File: src/rtl/saturn_pkg.sv
//************************************************************
// shared codes and types for the nibble-serial core
//************************************************************
package saturn_pkg;

    // largest register length in nibbles, pointers are sized from it
    localparam int REG_NIBBLES_MAX = 16;

    typedef logic [3:0] nibble_t;

    // working registers A..D must stay at codes 0..3
    typedef enum logic [3:0] {
        REG_A    = 4'h0,
        REG_B    = 4'h1,
        REG_C    = 4'h2,
        REG_D    = 4'h3,
        REG_P    = 4'h4,
        REG_HST  = 4'h5,
        REG_ST   = 4'h6,
        REG_IMM  = 4'h7,
        REG_NONE = 4'hf
    } reg_sel_t;

    typedef enum logic [3:0] {
        ALU_OP_ZERO     = 4'h0,
        ALU_OP_COPY     = 4'h1,
        ALU_OP_EXCH     = 4'h2,
        ALU_OP_CLR_MASK = 4'h3
    } alu_op_t;

    typedef enum logic [3:0] {
        INSTR_NOP      = 4'h0,
        INSTR_ALU      = 4'h1,
        INSTR_SET_MODE = 4'h2,
        INSTR_LOAD     = 4'h3
    } instr_type_t;

endpackage
File: src/rtl/saturn_reg_if.sv
//************************************************************
// nibble read and write ports into the register file
//************************************************************
interface saturn_reg_if;
    import saturn_pkg::*;

    // read side, values come back in the same cycle
    reg_sel_t                           rd_sel_1;
    reg_sel_t                           rd_sel_2;
    logic [$clog2(REG_NIBBLES_MAX)-1:0] rd_pos;
    nibble_t                            rd_val_1;
    nibble_t                            rd_val_2;

    // write side, both ports share one position
    logic                               we_1;
    reg_sel_t                           wr_sel_1;
    nibble_t                            wr_val_1;
    logic                               we_2;
    reg_sel_t                           wr_sel_2;
    nibble_t                            wr_val_2;
    logic [$clog2(REG_NIBBLES_MAX)-1:0] wr_pos;

    modport execute (
        output rd_sel_1, rd_sel_2, rd_pos,
        input  rd_val_1, rd_val_2,
        output we_1, wr_sel_1, wr_val_1, we_2, wr_sel_2, wr_val_2, wr_pos
    );

    modport result (
        input  rd_sel_1, rd_sel_2, rd_pos,
        output rd_val_1, rd_val_2,
        input  we_1, wr_sel_1, wr_val_1, we_2, wr_sel_2, wr_val_2, wr_pos
    );

endinterface

File: src/rtl/saturn_alu_cmd_if.sv
//************************************************************
// one ALU command from decode to the execute pipeline
//************************************************************
interface saturn_alu_cmd_if;
    import saturn_pkg::*;

    logic                               start;
    alu_op_t                            op;
    reg_sel_t                           dest;
    reg_sel_t                           src_1;
    reg_sel_t                           src_2;
    logic [$clog2(REG_NIBBLES_MAX)-1:0] ptr_begin;
    logic [$clog2(REG_NIBBLES_MAX)-1:0] ptr_end;
    nibble_t                            imm;
    logic                               busy;

    modport decode (
        output start, op, dest, src_1, src_2, ptr_begin, ptr_end, imm,
        input  busy
    );

    modport execute (
        input  start, op, dest, src_1, src_2, ptr_begin, ptr_end, imm,
        output busy
    );

endinterface

File: src/rtl/saturn_core.sv
//************************************************************
// instruction-execution core of the calculator control unit
//************************************************************
module saturn_core #(
    parameter int REG_NIBBLES = 16
) (
    input  logic                                          i_clk,
    input  logic                                          i_reset,
    input  logic                                          i_instr_valid,
    input  saturn_pkg::instr_type_t                       i_instr_type,
    input  saturn_pkg::alu_op_t                           i_alu_opcode,
    input  saturn_pkg::reg_sel_t                          i_reg_dest,
    input  saturn_pkg::reg_sel_t                          i_reg_src_1,
    input  saturn_pkg::reg_sel_t                          i_reg_src_2,
    input  logic [$clog2(saturn_pkg::REG_NIBBLES_MAX)-1:0] i_ptr_begin,
    input  logic [$clog2(saturn_pkg::REG_NIBBLES_MAX)-1:0] i_ptr_end,
    input  saturn_pkg::nibble_t                           i_imm_value,
    output logic                                          o_busy,
    output logic                                          o_error,
    output saturn_pkg::nibble_t                           o_reg_p,
    output saturn_pkg::nibble_t                           o_reg_hst,
    output logic [saturn_pkg::REG_NIBBLES_MAX-1:0]        o_reg_st,
    output logic                                          o_reg_alu_mode,
    input  saturn_pkg::reg_sel_t                          i_dbg_register,
    input  logic [$clog2(saturn_pkg::REG_NIBBLES_MAX)-1:0] i_dbg_reg_ptr,
    output saturn_pkg::nibble_t                           o_dbg_reg_nibble
);

    saturn_alu_cmd_if alu_cmd ();
    saturn_reg_if     reg_bus ();

    saturn_decode u_decode (
        .i_clk          (i_clk),
        .i_reset        (i_reset),
        .i_instr_valid  (i_instr_valid),
        .i_instr_type   (i_instr_type),
        .i_alu_opcode   (i_alu_opcode),
        .i_reg_dest     (i_reg_dest),
        .i_reg_src_1    (i_reg_src_1),
        .i_reg_src_2    (i_reg_src_2),
        .i_ptr_begin    (i_ptr_begin),
        .i_ptr_end      (i_ptr_end),
        .i_imm_value    (i_imm_value),
        .o_busy         (o_busy),
        .o_error        (o_error),
        .o_reg_p        (o_reg_p),
        .o_reg_hst      (o_reg_hst),
        .o_reg_st       (o_reg_st),
        .o_reg_alu_mode (o_reg_alu_mode),
        .alu            (alu_cmd)
    );

    saturn_execute #(
        .REG_NIBBLES (REG_NIBBLES)
    ) u_execute (
        .i_clk   (i_clk),
        .i_reset (i_reset),
        .alu     (alu_cmd),
        .regs    (reg_bus)
    );

    saturn_result #(
        .REG_NIBBLES (REG_NIBBLES)
    ) u_result (
        .i_clk            (i_clk),
        .i_reset          (i_reset),
        .regs             (reg_bus),
        .i_dbg_register   (i_dbg_register),
        .i_dbg_reg_ptr    (i_dbg_reg_ptr),
        .o_dbg_reg_nibble (o_dbg_reg_nibble)
    );

endmodule

File: src/rtl/saturn_result.sv
//************************************************************
// working registers A..D with two write ports and debug read
//************************************************************
module saturn_result #(
    parameter int REG_NIBBLES = 16
) (
    input  logic                                          i_clk,
    input  logic                                          i_reset,
    saturn_reg_if.result                                  regs,
    input  saturn_pkg::reg_sel_t                          i_dbg_register,
    input  logic [$clog2(saturn_pkg::REG_NIBBLES_MAX)-1:0] i_dbg_reg_ptr,
    output saturn_pkg::nibble_t                           o_dbg_reg_nibble
);
    import saturn_pkg::*;

    localparam int PTR_W = $clog2(REG_NIBBLES_MAX);

    // indexed by the low two bits of the selector
    nibble_t file_q [4][REG_NIBBLES];

    function automatic logic is_work(input reg_sel_t sel);
        return sel inside {REG_A, REG_B, REG_C, REG_D};
    endfunction

    // anything outside A..D or past the register length reads zero
    function automatic nibble_t read_nibble(input reg_sel_t sel, input logic [PTR_W-1:0] pos);
        if (is_work(sel) && pos < REG_NIBBLES)
            return file_q[sel[1:0]][pos];
        return '0;
    endfunction

    always_comb begin
        regs.rd_val_1    = read_nibble(regs.rd_sel_1, regs.rd_pos);
        regs.rd_val_2    = read_nibble(regs.rd_sel_2, regs.rd_pos);
        o_dbg_reg_nibble = read_nibble(i_dbg_register, i_dbg_reg_ptr);
    end

    always_ff @(posedge i_clk) begin
        if (i_reset) begin
            for (int r = 0; r < 4; r++) begin
                for (int n = 0; n < REG_NIBBLES; n++) begin
                    file_q[r][n] <= '0;
                end
            end
        end else begin
            if (regs.we_1 && is_work(regs.wr_sel_1))
                file_q[regs.wr_sel_1[1:0]][regs.wr_pos] <= regs.wr_val_1;
            // second port only for exch
            if (regs.we_2 && is_work(regs.wr_sel_2))
                file_q[regs.wr_sel_2[1:0]][regs.wr_pos] <= regs.wr_val_2;
        end
    end

    a_no_write_clash : assert property (@(posedge i_clk) disable iff (i_reset)
        !(regs.we_1 && regs.we_2 && regs.wr_sel_1 == regs.wr_sel_2));

endmodule

File: src/rtl/saturn_execute.sv
//************************************************************
// three-stage nibble-serial ALU pipeline
// prepare, calculate and save, one nibble per cycle
//************************************************************
module saturn_execute #(
    parameter int REG_NIBBLES = 16
) (
    input  logic              i_clk,
    input  logic              i_reset,
    saturn_alu_cmd_if.execute alu,
    saturn_reg_if.execute     regs
);
    import saturn_pkg::*;

    localparam int PTR_W = $clog2(REG_NIBBLES_MAX);

    // latched command
    alu_op_t    op_q;
    reg_sel_t   dest_q;
    reg_sel_t   src_1_q;
    reg_sel_t   src_2_q;
    logic [PTR_W-1:0] end_q;
    nibble_t    imm_q;

    logic             prep_run;
    logic [PTR_W-1:0] prep_pos;
    logic             calc_run;
    logic [PTR_W-1:0] calc_pos;
    logic             save_run;
    logic [PTR_W-1:0] save_pos;

    nibble_t src_1_val;
    nibble_t src_2_val;
    nibble_t res_1;
    nibble_t res_2;

    function automatic logic [PTR_W-1:0] step(input logic [PTR_W-1:0] pos);
        return (pos == PTR_W'(REG_NIBBLES - 1)) ? '0 : pos + 1'b1;
    endfunction

    assign alu.busy = prep_run || calc_run || save_run;

    assign regs.rd_sel_1 = src_1_q;
    assign regs.rd_sel_2 = src_2_q;
    assign regs.rd_pos   = prep_pos;

    assign regs.we_1     = save_run;
    assign regs.wr_sel_1 = dest_q;
    assign regs.wr_val_1 = res_1;
    assign regs.we_2     = save_run && op_q == ALU_OP_EXCH;
    assign regs.wr_sel_2 = src_2_q;
    assign regs.wr_val_2 = res_2;
    assign regs.wr_pos   = save_pos;

    always_ff @(posedge i_clk) begin
        if (i_reset) begin
            op_q     <= ALU_OP_ZERO;
            end_q    <= '0;
            prep_run <= 1'b0;
            calc_run <= 1'b0;
            save_run <= 1'b0;
        end else if (alu.start) begin
            op_q     <= alu.op;
            end_q    <= alu.ptr_end;
            // zero has nothing to read, go straight to save
            prep_run <= alu.op != ALU_OP_ZERO;
            save_run <= alu.op == ALU_OP_ZERO;
            prep_pos <= alu.ptr_begin;
            save_pos <= alu.ptr_begin;
        end else begin
            if (prep_run) begin
                prep_pos <= step(prep_pos);
                if (prep_pos == end_q)
                    prep_run <= 1'b0;
            end
            calc_run <= prep_run;
            calc_pos <= prep_pos;
            if (op_q == ALU_OP_ZERO) begin
                save_pos <= step(save_pos);
                if (save_pos == end_q)
                    save_run <= 1'b0;
            end else begin
                save_run <= calc_run;
                save_pos <= calc_pos;
            end
        end
    end

    // payload path
    always_ff @(posedge i_clk) begin
        if (alu.start) begin
            dest_q  <= alu.dest;
            src_1_q <= alu.src_1;
            src_2_q <= alu.src_2;
            imm_q   <= alu.imm;
            res_1   <= '0;
        end
        if (prep_run) begin
            src_1_val <= (src_1_q == REG_IMM) ? imm_q : regs.rd_val_1;
            src_2_val <= (src_2_q == REG_IMM) ? imm_q : regs.rd_val_2;
        end
        if (calc_run) begin
            res_1 <= (op_q == ALU_OP_EXCH) ? src_2_val : src_1_val;
            res_2 <= src_1_val;
        end
    end

    // busy ends right after the save of the last position
    a_last_save : assert property (@(posedge i_clk) disable iff (i_reset)
        $fell(alu.busy) |-> $past(regs.we_1 && regs.wr_pos == end_q));

    a_dest_work : assert property (@(posedge i_clk) disable iff (i_reset)
        alu.start |-> alu.dest inside {REG_A, REG_B, REG_C, REG_D});

endmodule

File: src/rtl/saturn_decode.sv
//************************************************************
// instruction classifier, status registers and ALU dispatch
//************************************************************
module saturn_decode (
    input  logic                                          i_clk,
    input  logic                                          i_reset,
    input  logic                                          i_instr_valid,
    input  saturn_pkg::instr_type_t                       i_instr_type,
    input  saturn_pkg::alu_op_t                           i_alu_opcode,
    input  saturn_pkg::reg_sel_t                          i_reg_dest,
    input  saturn_pkg::reg_sel_t                          i_reg_src_1,
    input  saturn_pkg::reg_sel_t                          i_reg_src_2,
    input  logic [$clog2(saturn_pkg::REG_NIBBLES_MAX)-1:0] i_ptr_begin,
    input  logic [$clog2(saturn_pkg::REG_NIBBLES_MAX)-1:0] i_ptr_end,
    input  saturn_pkg::nibble_t                           i_imm_value,
    output logic                                          o_busy,
    output logic                                          o_error,
    output saturn_pkg::nibble_t                           o_reg_p,
    output saturn_pkg::nibble_t                           o_reg_hst,
    output logic [saturn_pkg::REG_NIBBLES_MAX-1:0]        o_reg_st,
    output logic                                          o_reg_alu_mode,
    saturn_alu_cmd_if.decode                              alu
);
    import saturn_pkg::*;

    logic accept;
    logic is_alu;
    logic dest_work;
    logic is_p_eq_n;
    logic is_clr_hst;
    logic is_st_eq;
    logic is_c_eq_p;
    logic is_load_c;
    logic is_generic;
    logic routed;
    logic supported;

    // busy is registered in execute, so no loop through start
    assign accept    = i_instr_valid && !alu.busy;
    assign is_alu    = (i_instr_type == INSTR_ALU);
    assign dest_work = i_reg_dest inside {REG_A, REG_B, REG_C, REG_D};

    assign is_p_eq_n  = is_alu && i_alu_opcode == ALU_OP_COPY &&
                        i_reg_dest == REG_P && i_reg_src_1 == REG_IMM;
    assign is_clr_hst = is_alu && i_alu_opcode == ALU_OP_CLR_MASK && i_reg_dest == REG_HST;
    assign is_st_eq   = is_alu && i_alu_opcode == ALU_OP_COPY &&
                        i_reg_dest == REG_ST && i_reg_src_1 == REG_IMM;
    assign is_c_eq_p  = is_alu && i_alu_opcode == ALU_OP_COPY &&
                        i_reg_dest == REG_C && i_reg_src_1 == REG_P;
    assign is_load_c  = (i_instr_type == INSTR_LOAD) && i_reg_dest == REG_C;

    // generic ops over A..D, exch also writes back into src_2
    assign is_generic = is_alu && dest_work && (
        i_alu_opcode == ALU_OP_ZERO ||
        (i_alu_opcode == ALU_OP_COPY &&
         i_reg_src_1 inside {REG_A, REG_B, REG_C, REG_D, REG_IMM}) ||
        (i_alu_opcode == ALU_OP_EXCH &&
         i_reg_src_1 inside {REG_A, REG_B, REG_C, REG_D} &&
         i_reg_src_2 inside {REG_A, REG_B, REG_C, REG_D}));

    assign routed    = is_c_eq_p || is_load_c || is_generic;
    assign supported = routed || is_p_eq_n || is_clr_hst || is_st_eq ||
                       i_instr_type == INSTR_NOP || i_instr_type == INSTR_SET_MODE;

    assign alu.start = accept && routed;
    assign o_busy    = alu.busy || alu.start;

    always_comb begin
        alu.op        = i_alu_opcode;
        alu.dest      = i_reg_dest;
        alu.src_1     = i_reg_src_1;
        alu.src_2     = i_reg_src_2;
        alu.ptr_begin = i_ptr_begin;
        alu.ptr_end   = i_ptr_end;
        alu.imm       = i_imm_value;
        // C=P n and LOAD C become one-nibble copies of an immediate
        if (is_c_eq_p || is_load_c) begin
            alu.op      = ALU_OP_COPY;
            alu.src_1   = REG_IMM;
            alu.src_2   = REG_NONE;
            alu.ptr_end = i_ptr_begin;
            alu.imm     = is_c_eq_p ? o_reg_p : i_imm_value;
        end
    end

    always_ff @(posedge i_clk) begin
        if (i_reset) begin
            o_reg_p        <= '0;
            o_reg_hst      <= '0;
            o_reg_st       <= '0;
            o_reg_alu_mode <= 1'b0;
            o_error        <= 1'b0;
        end else if (accept) begin
            if (is_p_eq_n)
                o_reg_p <= i_imm_value;
            if (is_clr_hst)
                o_reg_hst <= o_reg_hst & ~i_imm_value;
            if (is_st_eq)
                o_reg_st[i_ptr_begin] <= i_imm_value[0];
            // 0 is hex, 1 is decimal
            if (i_instr_type == INSTR_SET_MODE)
                o_reg_alu_mode <= i_imm_value[0];
            if (!supported)
                o_error <= 1'b1;
        end
    end

    // execute picks up every command on the edge that starts it
    a_start_taken : assert property (@(posedge i_clk) disable iff (i_reset)
        alu.start |=> alu.busy);

endmodule

File: config.mk
export PLATFORM = sky130hd
export DESIGN_NAME = saturn_core
export DESIGN_NICKNAME = d
export VERILOG_FILES = /design/src/rtl/saturn_pkg.sv /design/src/rtl/saturn_reg_if.sv /design/src/rtl/saturn_alu_cmd_if.sv /design/src/rtl/saturn_core.sv /design/src/rtl/saturn_result.sv /design/src/rtl/saturn_execute.sv /design/src/rtl/saturn_decode.sv
export SDC_FILE = /design/constraint.sdc
export NUM_CORES = 1
export LEC_CHECK = 0
export ABC_CLOCK_PERIOD_IN_PS = 3200
export CORE_MARGIN = 2
export CORE_UTILIZATION = 55
export DETAILED_ROUTE_END_ITERATION = 8
export DONT_BUFFER_PORTS = 1
export PLACE_DENSITY = 0.7
export RECOVER_POWER = 25
export SYNTH_ARGS = -nofsm -noshare
export SYNTH_HDL_FRONTEND = slang
export SYNTH_SLANG_ARGS = --single-unit
export TNS_END_PERCENT = 10
File: constraint.sdc
create_clock -name i_clk -period 3.2 [get_ports i_clk]
set_input_delay 0.16 -clock i_clk [delete_from_list [all_inputs] [get_ports i_clk]]
set_output_delay 0.16 -clock i_clk [all_outputs]
set_load 0.05 [all_outputs]
After elaboration in Yosys (flattened, before gate mapping)
Memory sizes are Yosys's and may differ from the RTL's. A register that Yosys moved wholly into a read port is not among the register bits.
Cells that the tools add are included.
W data, S select, Z words.
{ "classes": {"reduce_logical": 66, "bitwise": 8, "eq_ne": 40, "muxes": 62, "n_lt_le_gt_ge": 6, "n_addsub": 2} }
{ "op_table": {"columns": ["cell", "count"], "rows": [
  ["$mux W64", 6],
  ["$reduce_or A64 Y1", 2],
  ["$mux W4", 28],
  ["$eq A4 B2 Y1 const B", 19],
  ["$bmux W4 S4", 3],
  ["$logic_not A4 Y1", 11],
  ["$eq A4 B1 Y1 const B", 9],
  ["$reduce_bool A4 Y1", 8],
  ["$eq A4 B3 Y1 const B", 7],
  ["$logic_and A1 B1 Y1", 22],
  ["$bwmux W16", 1],
  ["$demux W4 S4", 1],
  ["$mux W1", 16],
  ["$ge A5 B5 Y1 const B", 3],
  ["$not A4 Y5", 3],
  ["$reduce_and A2 Y1", 7],
  ["$logic_or A1 B1 Y1", 12],
  ["$mux W2", 6],
  ["$add A4 B1 Y4 const B", 2],
  ["$eq A4 B4 Y1", 2],
  ["$eq A4 B4 Y1 const B", 2],
  ["$lt A4 B5 Y1 const B", 1],
  ["$lt A5 B1 Y1 const B", 1],
  ["$reduce_bool A5 Y1", 1],
  ["other kinds (8)", 11]
]} }
{ "word_totals": {"input_bits": 43, "n_memories": 1, "output_inout_bits": 31, "register_bits": 81, "mem_bits_rw": 256, "word_cells": 206} }
{ "mem_list": {"columns": ["name", "words", "width", "rd", "rd_clocked_by_memory_dff", "write_ports", "line_no", "rtl"], "rows": [
  ["u_result.file_q", 4, 64, 3, 2, 4, "saturn_result.sv:19", "nibble_t file_q [4][REG_NIBBLES];"]
]} }

Depth between registers and ports, before layout
Gate-level depths: netlist (run 1).
{ "depth": {"ltp_word": 14, "depth_mapped": 9, "ltp_nobuf": 6} }

Cells and area by module
From an unflattened synthesis (run 1), not the netlist that was laid out.
{ "unflattened": {"cells_unflattened": 1939, "area_unflattened_um2": 22384.0} }
{ "by_module_without_submodules": {"columns": ["mod", "seq_area_each_um2", "area_per_inst_um2", "instances", "cells_per_inst"], "rows": [
  ["saturn_result", 7687.4, 18437.7, 1, 1606],
  ["saturn_execute", 1541.5, 2302.2, 1, 159],
  ["saturn_decode", 520.5, 1644.1, 1, 174]
]} }

Worst setup path after synthesis (run 1)
Ideal clock, no wire load.
{ "synth_path": {"path_type": "input to output", "startpoint": "in i_dbg_register[1]", "endpoint": "out o_dbg_reg_nibble[2]", "path_stages": 8, "required_time_ns": 3.040, "path_slack_ns": 0.258, "t_arrival_ns": 2.782, "path_buffers": 3, "cell_sequence": "buf_4 buf_2 buf_1 mux4_2 a22oi_1 nand4_1 nand2_1 nor4_1"} }
{ "synth_via": {"elab_chain_len": 6, "word_cells_on_any_way": 12, "cone_classes": "eq/ne (3); mux (6); reduce/logical (2); memory (1)"} }
{ "synth_rtl": {"columns": ["item", "line_no", "rtl"], "rows": [
  ["from (decl)", "saturn_core.sv:24", "input saturn_pkg::reg_sel_t i_dbg_register,"],
  ["$mem_v2 Z4 W64", null, null],
  ["$bmux W4 S4", "saturn_result.sv:28", "return file_q[sel[1:0]][pos];"],
  ["$mux W4 (not written as such) (2 in series)", "saturn_result.sv:28", null],
  ["$mux W4", "saturn_result.sv:27", "if (is_work(sel) && pos < REG_NIBBLES)"],
  ["$mux W4 (*)", "saturn_result.sv:29", "return '0;"],
  ["to (decl)", "saturn_core.sv:26", "output saturn_pkg::nibble_t o_dbg_reg_nibble"]
]} }
Mark *: on every way between the ends. The rest lies on a longest branch, timed or not. The select of a mux whose other input is x is not followed.

==> results of run 1 <==
-- through the flow --
| step | cell area [sq um] | util | instances | setup slack [ns] | power [mW] |
|---|---|---|---|---|---|
| after global routing | 25200 | 0.613 | 2860 | 0.125 | 10.4 |
| after CTS | 25300 | 0.615 | 2860 | 0.0654 | 10.2 |
| after global placement | 23600 | 0.574 | 2744 | 0.536 | 5.80 |
| after detailed placement | 23600 | 0.574 | 2744 | 0.469 | 5.82 |
| final | 25200 | 0.613 | 2860 | 0.167 | 10.2 |
| after floorplan | 23000 | - | 2311 | 0.258 | 5.63 |
-- report_power, final --
part | internal, mW | switching, mW
clock | 2.43 | 1.96
sequential | 4.95 | 0.151
combinational | 0.335 | 0.389
-- worst max path at each step --
stage | endpoint | startpoint | slack, ns
after floorplan | o_dbg_reg_nibble[2] | i_dbg_register[1] | 0.26
after global placement | u_execute.src_1_val[2] | flip-flop | 0.54
after detailed placement | u_execute.src_1_val[0] | flip-flop | 0.47
after CTS | u_execute.end_q[2] | u_execute.prep_run | 0.07
after global routing | u_execute.end_q[2] | u_execute.prep_run | 0.12
final | o_dbg_reg_nibble[1] | u_result.file_q[0][37] | 0.17
-- routing by layer --
layer / vias up / wire length, um / share of wire / track usage
li1: 8612 / - / - / -
met1: 9520 / 28300 / 0.34 / 0.471
met2: 1715 / 36400 / 0.44 / 0.579
met3: 397 / 11500 / 0.14 / 0.105
met4: 0 / 5690 / 0.069 / 0.216
met5: - / 0 / 0 / 0
-- final cells by class --
type / instances / area, sq um
clock buffers: 51 / 1050
clock inverters: 21 / 163
fillers: 3421 / 15900
inverters: 6 / 22.5
multi-input cells: 1774 / 12300
flip-flops and latches: 341 / 9840
well taps: 532 / 666
repair buffers: 135 / 1150
-- worst reg2reg max path: stages (launching register included) --
cell and delay, ns:
dfxtp_1 0.53, or4b_4 0.77, a211o_1 0.32, dlygate4sd3_1 0.55
a21oi_1 0.18, dlygate4sd3_1 0.57
-- logic make-up after synthesis --
logic type	after synthesis
compound gates	446
xor+xnor	10
fa+ha+maj	5
buf+inv	196
flops	341
mux	292
simple gates	1021
-- placed cells by master (no fill, tap or decap), drive strengths merged, types with 8 or more instances in the layout --
master,netlist,routed
o22ai,46,46
dlygate4sd3,0,43
inv,6,10
o221ai,8,8
nor4,22,22
buf,62,81
o21ai,280,280
nor4b,9,9
a21oi,29,29
nor2b,30,30
edfxtp,300,300
nand4,28,28
mux2,16,16
or2,11,11
a31oi,8,8
a22oi,28,28
a211oi,10,10
nand2,559,559
or3,69,69
clkinv,0,15
dfxtp,41,41
nand3,40,40
xnor2,10,10
mux4,149,149
nand3b,8,8
and4,9,9
nor3,22,22
nor2,181,181
mux2i,127,127
clkbuf,128,62
-- repair_timing --
action                     CTS  global route
hold buffers                44             0
hold endpoints to repair   327             0
gates resized for setup      0             1
setup endpoints to repair    0             3
==> flow_summary.toml, run 1 <==
[critical_path]
worstPathMaxFanout = 3
critPathMostFrequentCell = "mux4_2"
cp.required_ns = 3.04
r2r_start = "u_execute.prep_run"
worst-path-stages = 5
reg2reg_setup_slack_ns = 0.21
critical-path-top-delay-family = "multiplexers"
regToRegEndpoint = "u_execute.end_q[2]"
critPathCaptureType = "output pin"
critPathSlowestCell = "mux4_2"
cp.buffers_inverters = 0
reg2reg_depth = 5
cp.arrival_ns = 2.87
slowest_delay_ns = 0.50
path_cells = "mux4_2, mux4_2, nor2b_1, a31oi_1, and4b_1"
crit_path_start_kind = "flip-flop"
worstSetupPathType = "flip-flop to output pin"

[timing]
hold_violations = 0
slew_viol_final = 0
worstMarginPinSlew_ns = 0.970
period_share = 0.948
rsz0062_at_grt = "false"
clock_skew_ns = 0.0303
fin_crit_ns = 3.03
hold_ws_ns = 0.0505
finalSetupViolCount = 0
setup_tns_ns = 0
fmax_mhz = 330
slew_headroom = 0.354

[floorplan]
ios = 74
die_y_um = 209
die_area_sq_um = 43600
fp.coreArea_sq_um = 41100
core.rowCount = 74
initial_utilization = 0.561
die_x_um = 209

[min_path]
hold_path_depth = 5
hold_end = "u_decode.o_reg_st[9]"
min-delay-start = "i_ptr_begin[3]"
holdCritPathClass = "input port to flip-flop"

[logic_synthesis]
synth.top_cells.by_count = "nand2_1, edfxtp_1, o21ai_0, nor2_1, mux4_2"
netlist_area_sq_um = 23000
synth_flop_cell = "edfxtp_1"
synth-edff-count = 300
syn_inst = 2311
synth_cell_types = 73
post-synth-top-count-cell = "nand2_1"
ys_ff_latch = 341
synth_area_per_cell_sq_um = 9.97
syn_nets = 2359
yosysTopAreaCell = "edfxtp_1"
yosys.area.top_type_share = 0.391
synth_xor_xnor_area_share = 0.00380
synth_top_family_by_area = "multiplexers"
synth.area.top_cells = "edfxtp_1, mux4_2, nand2_1"
async_reset_ff_frac = 0
yosysSeqAreaShare = 0.427
synthAdderAreaFrac = 0.00271
yosysWarnings = 0
synth-simple-area-share = 0.205
synth_mux_area_frac = 0.210
synth_compound_area_frac = 0.112

[power]
p_leak_nw = 8.22
power_density_nw_per_um2 = 405
peakVddDrop_mv = 0.432

[cts]
insertion_delay_ns = 0.60
cts_root_buffer = "clkbuf_16"
clkTransAtPathRegs_ns = 0.06
cts_tree = "done"
cts_buffers = 40
htree_levels = 2
post_cts_buffers = 0
cts_sinks = 341
cts_buffer_depth = 3

[global_route]
grt_pass1_wl_um = 121000
gr-total-overflow = 0
gr-usage-all-layers = 0.373
grt_max_degree = 96
antenna_found_initial = 1
first_global_vias = 19113

[layout]
area_growth_pct = 9.28
largest_reg_flops = 256
largestRegisters = "u_result.file_q x256, u_decode.o_reg_st x16"
regMostFlops = "u_result.file_q"
drive_gt1_frac = 0.145
num_antenna_cells = 0
finalNetCount = 2346

[drt]
first_iter_violations = 3310
num_vias = 20244
wl_per_cell_um = 28.6
vias_per_cell = 7.08
ant_nets = 0
drt_drc_violations_left = 0
wl_um = 81900
drt_pass1_iterations = 8

[placed_design]
portBuffers = 0
place.gp.congestion = 1.01
post-dp-hpwl_um = 56500

[run]
maxCapViolCount = 0

[status]
status = "finished clean"
No activity file was read; power rests on OpenSTA's default activity.
==> inputs of run 2 (changes only) <==
==> constraint.sdc (replaced) <==
create_clock -name i_clk -period 3.2 [get_ports i_clk]
set_input_delay 0.16 -clock i_clk [delete_from_list [all_inputs] [get_ports i_clk]]
set_output_delay 0.16 -clock i_clk [all_outputs]
set_load 0.1 [all_outputs]
==> run 2 against run 1 <==
  * Final cell count down 0.49%
  * Clock power up 2%
  * Combinational power up 3%
  * Clock skew down 0.010 ns
  * Global-route usage down 0.88 points
  * Count of clock-buffer cells in the layout up 6
  * Critical path type unchanged
  * Utilization about the same
  * Setup slack worse by 0.055 ns
==> flow_summary.toml, run 2 (synthesized netlist as in run 1, its figures left out) <==
[critical_path]
cp.required_ns = 3.04
cp.buffers_inverters = 0
cp.arrival_ns = 2.93
worstPathMaxFanout = 3
critPathCaptureType = "output pin"
slowest_delay_ns = 0.59
critical-path-top-delay-family = "multiplexers"
crit_path_start_kind = "flip-flop"
critPathSlowestCell = "and4b_1"
critPathMostFrequentCell = "mux4_2"
worstSetupPathType = "flip-flop to output pin"
path_cells = "mux4_2, mux4_2, nor2b_1, a31oi_1, and4b_1"

[timing]
clock_skew_ns = 0.0199
fin_crit_ns = 3.09
worstMarginPinSlew_ns = 1.25
hold_violations = 0
rsz0062_at_grt = "false"
slew_viol_final = 0
period_share = 0.965
fmax_mhz = 324
slew_headroom = 0.165
finalSetupViolCount = 0

[cts]
htree_levels = 2
cts_sinks = 341
post_cts_buffers = 0
cts_tree = "done"
cts_buffer_depth = 3
insertion_delay_ns = 0.59
cts_buffers = 40
clkTransAtPathRegs_ns = 0.06
cts_root_buffer = "clkbuf_16"

[floorplan]
initial_utilization = 0.561
core.rowCount = 74
die_y_um = 209
fp.coreArea_sq_um = 41100
die_x_um = 209
ios = 74
die_area_sq_um = 43600

[layout]
layout_common_cells = "nand2_1, edfxtp_1, o21ai_0, nor2_1, mux4_2"
finalNonFillerCells = 2846
fin_util = 0.612
mostFrequentLayoutCell = "nand2_1"
regMostFlops = "u_result.file_q"
num_antenna_cells = 0
drive_gt1_frac = 0.143
largestRegisters = "u_result.file_q x256, u_decode.o_reg_st x16"
area_growth_pct = 9.26
largest_reg_flops = 256
finalNetCount = 2333

[drt]
wl_um = 80100
ant_nets = 0
drt_pass1_iterations = 6
first_iter_violations = 3138
wl_per_cell_um = 28.1
vias_per_cell = 7.10
num_vias = 20204
drt_drc_violations_left = 0

[global_route]
antenna_found_initial = 0
first_global_vias = 18768
grt_max_degree = 96
gr-usage-all-layers = 0.364
grt_pass1_wl_um = 119000
gr-total-overflow = 0

[power]
p_leak_nw = 8.22
power_density_nw_per_um2 = 410
finalPower_mw = 10.3
peakVddDrop_mv = 0.368

[placed_design]
placedCellCount = 2734
place.gp.congestion = 1.05
post-dp-hpwl_um = 55100
portBuffers = 0

[min_path]
holdCritPathClass = "input port to flip-flop"

[run]
maxCapViolCount = 0

[status]
status = "finished clean"
-- run 2: worst paths after layout --
path / start / depth (start not counted) / to / slack, ns
setup / recovery: u_result.file_q[3][45] / 5 / o_dbg_reg_nibble[1] / 0.11
hold / removal: i_alu_opcode[2] / 4 / u_execute.prep_run / 0.02
setup reg to reg: u_execute.prep_run / 5 / u_decode.o_reg_p[3] / 0.26
hold reg to reg: u_execute.src_1_val[0] / 0 / u_execute.regs.wr_val_2[0] / 0.47
-- run 2: repair_timing --
| action | CTS | global route |
|---|---|---|
| hold endpoints to repair | 327 | 0 |
| hold buffers | 41 | 0 |
| resized for setup | 0 | 0 |
-- run 2: area by class of cell --
cell class	instances	area, sq um
fillers	3363	15900
multi-input cells	1774	12300
flip-flops and latches	341	9840
repair buffers	122	1130
clock buffers	57	1070
well taps	532	666
clock inverters	14	161
inverters	6	22.5
-- run 2: worst min-delay path: cells and delay by family --
family	cells	cell delay (ns)
compound gates	2	0.18
simple gates	2	0.23
-- run 2: per-stage QoR --
step,cell area (sq um),setup WS (ns),setup TNS [ns],hold WS (ns)
finish,25200,0.112,0,0.0154
detailed placement,23600,0.537,0,0.242
global placement,23600,0.519,0,0.242
floorplan,23100,-1.11,-2.22,0.250
global route,25200,0.0605,0,0.0411
CTS,25300,0.155,0,0.00944
-- run 2: power breakdown --
part	switching [mW]	internal (mW)	leakage (nW)
clock	1.94	2.52	0.596
sequential	0.163	4.95	3.37
combinational	0.397	0.346	4.25
-- run 2: layer usage --
layer,part of all wire,global-route usage,routed length (um),up-vias
met1,0.36,0.504,28700,9571
li1,-,-,-,8595
met5,0,0,0,-
met2,0.44,0.550,35100,1770
met4,0.047,0.154,3780,0
met3,0.16,0.0915,12500,268
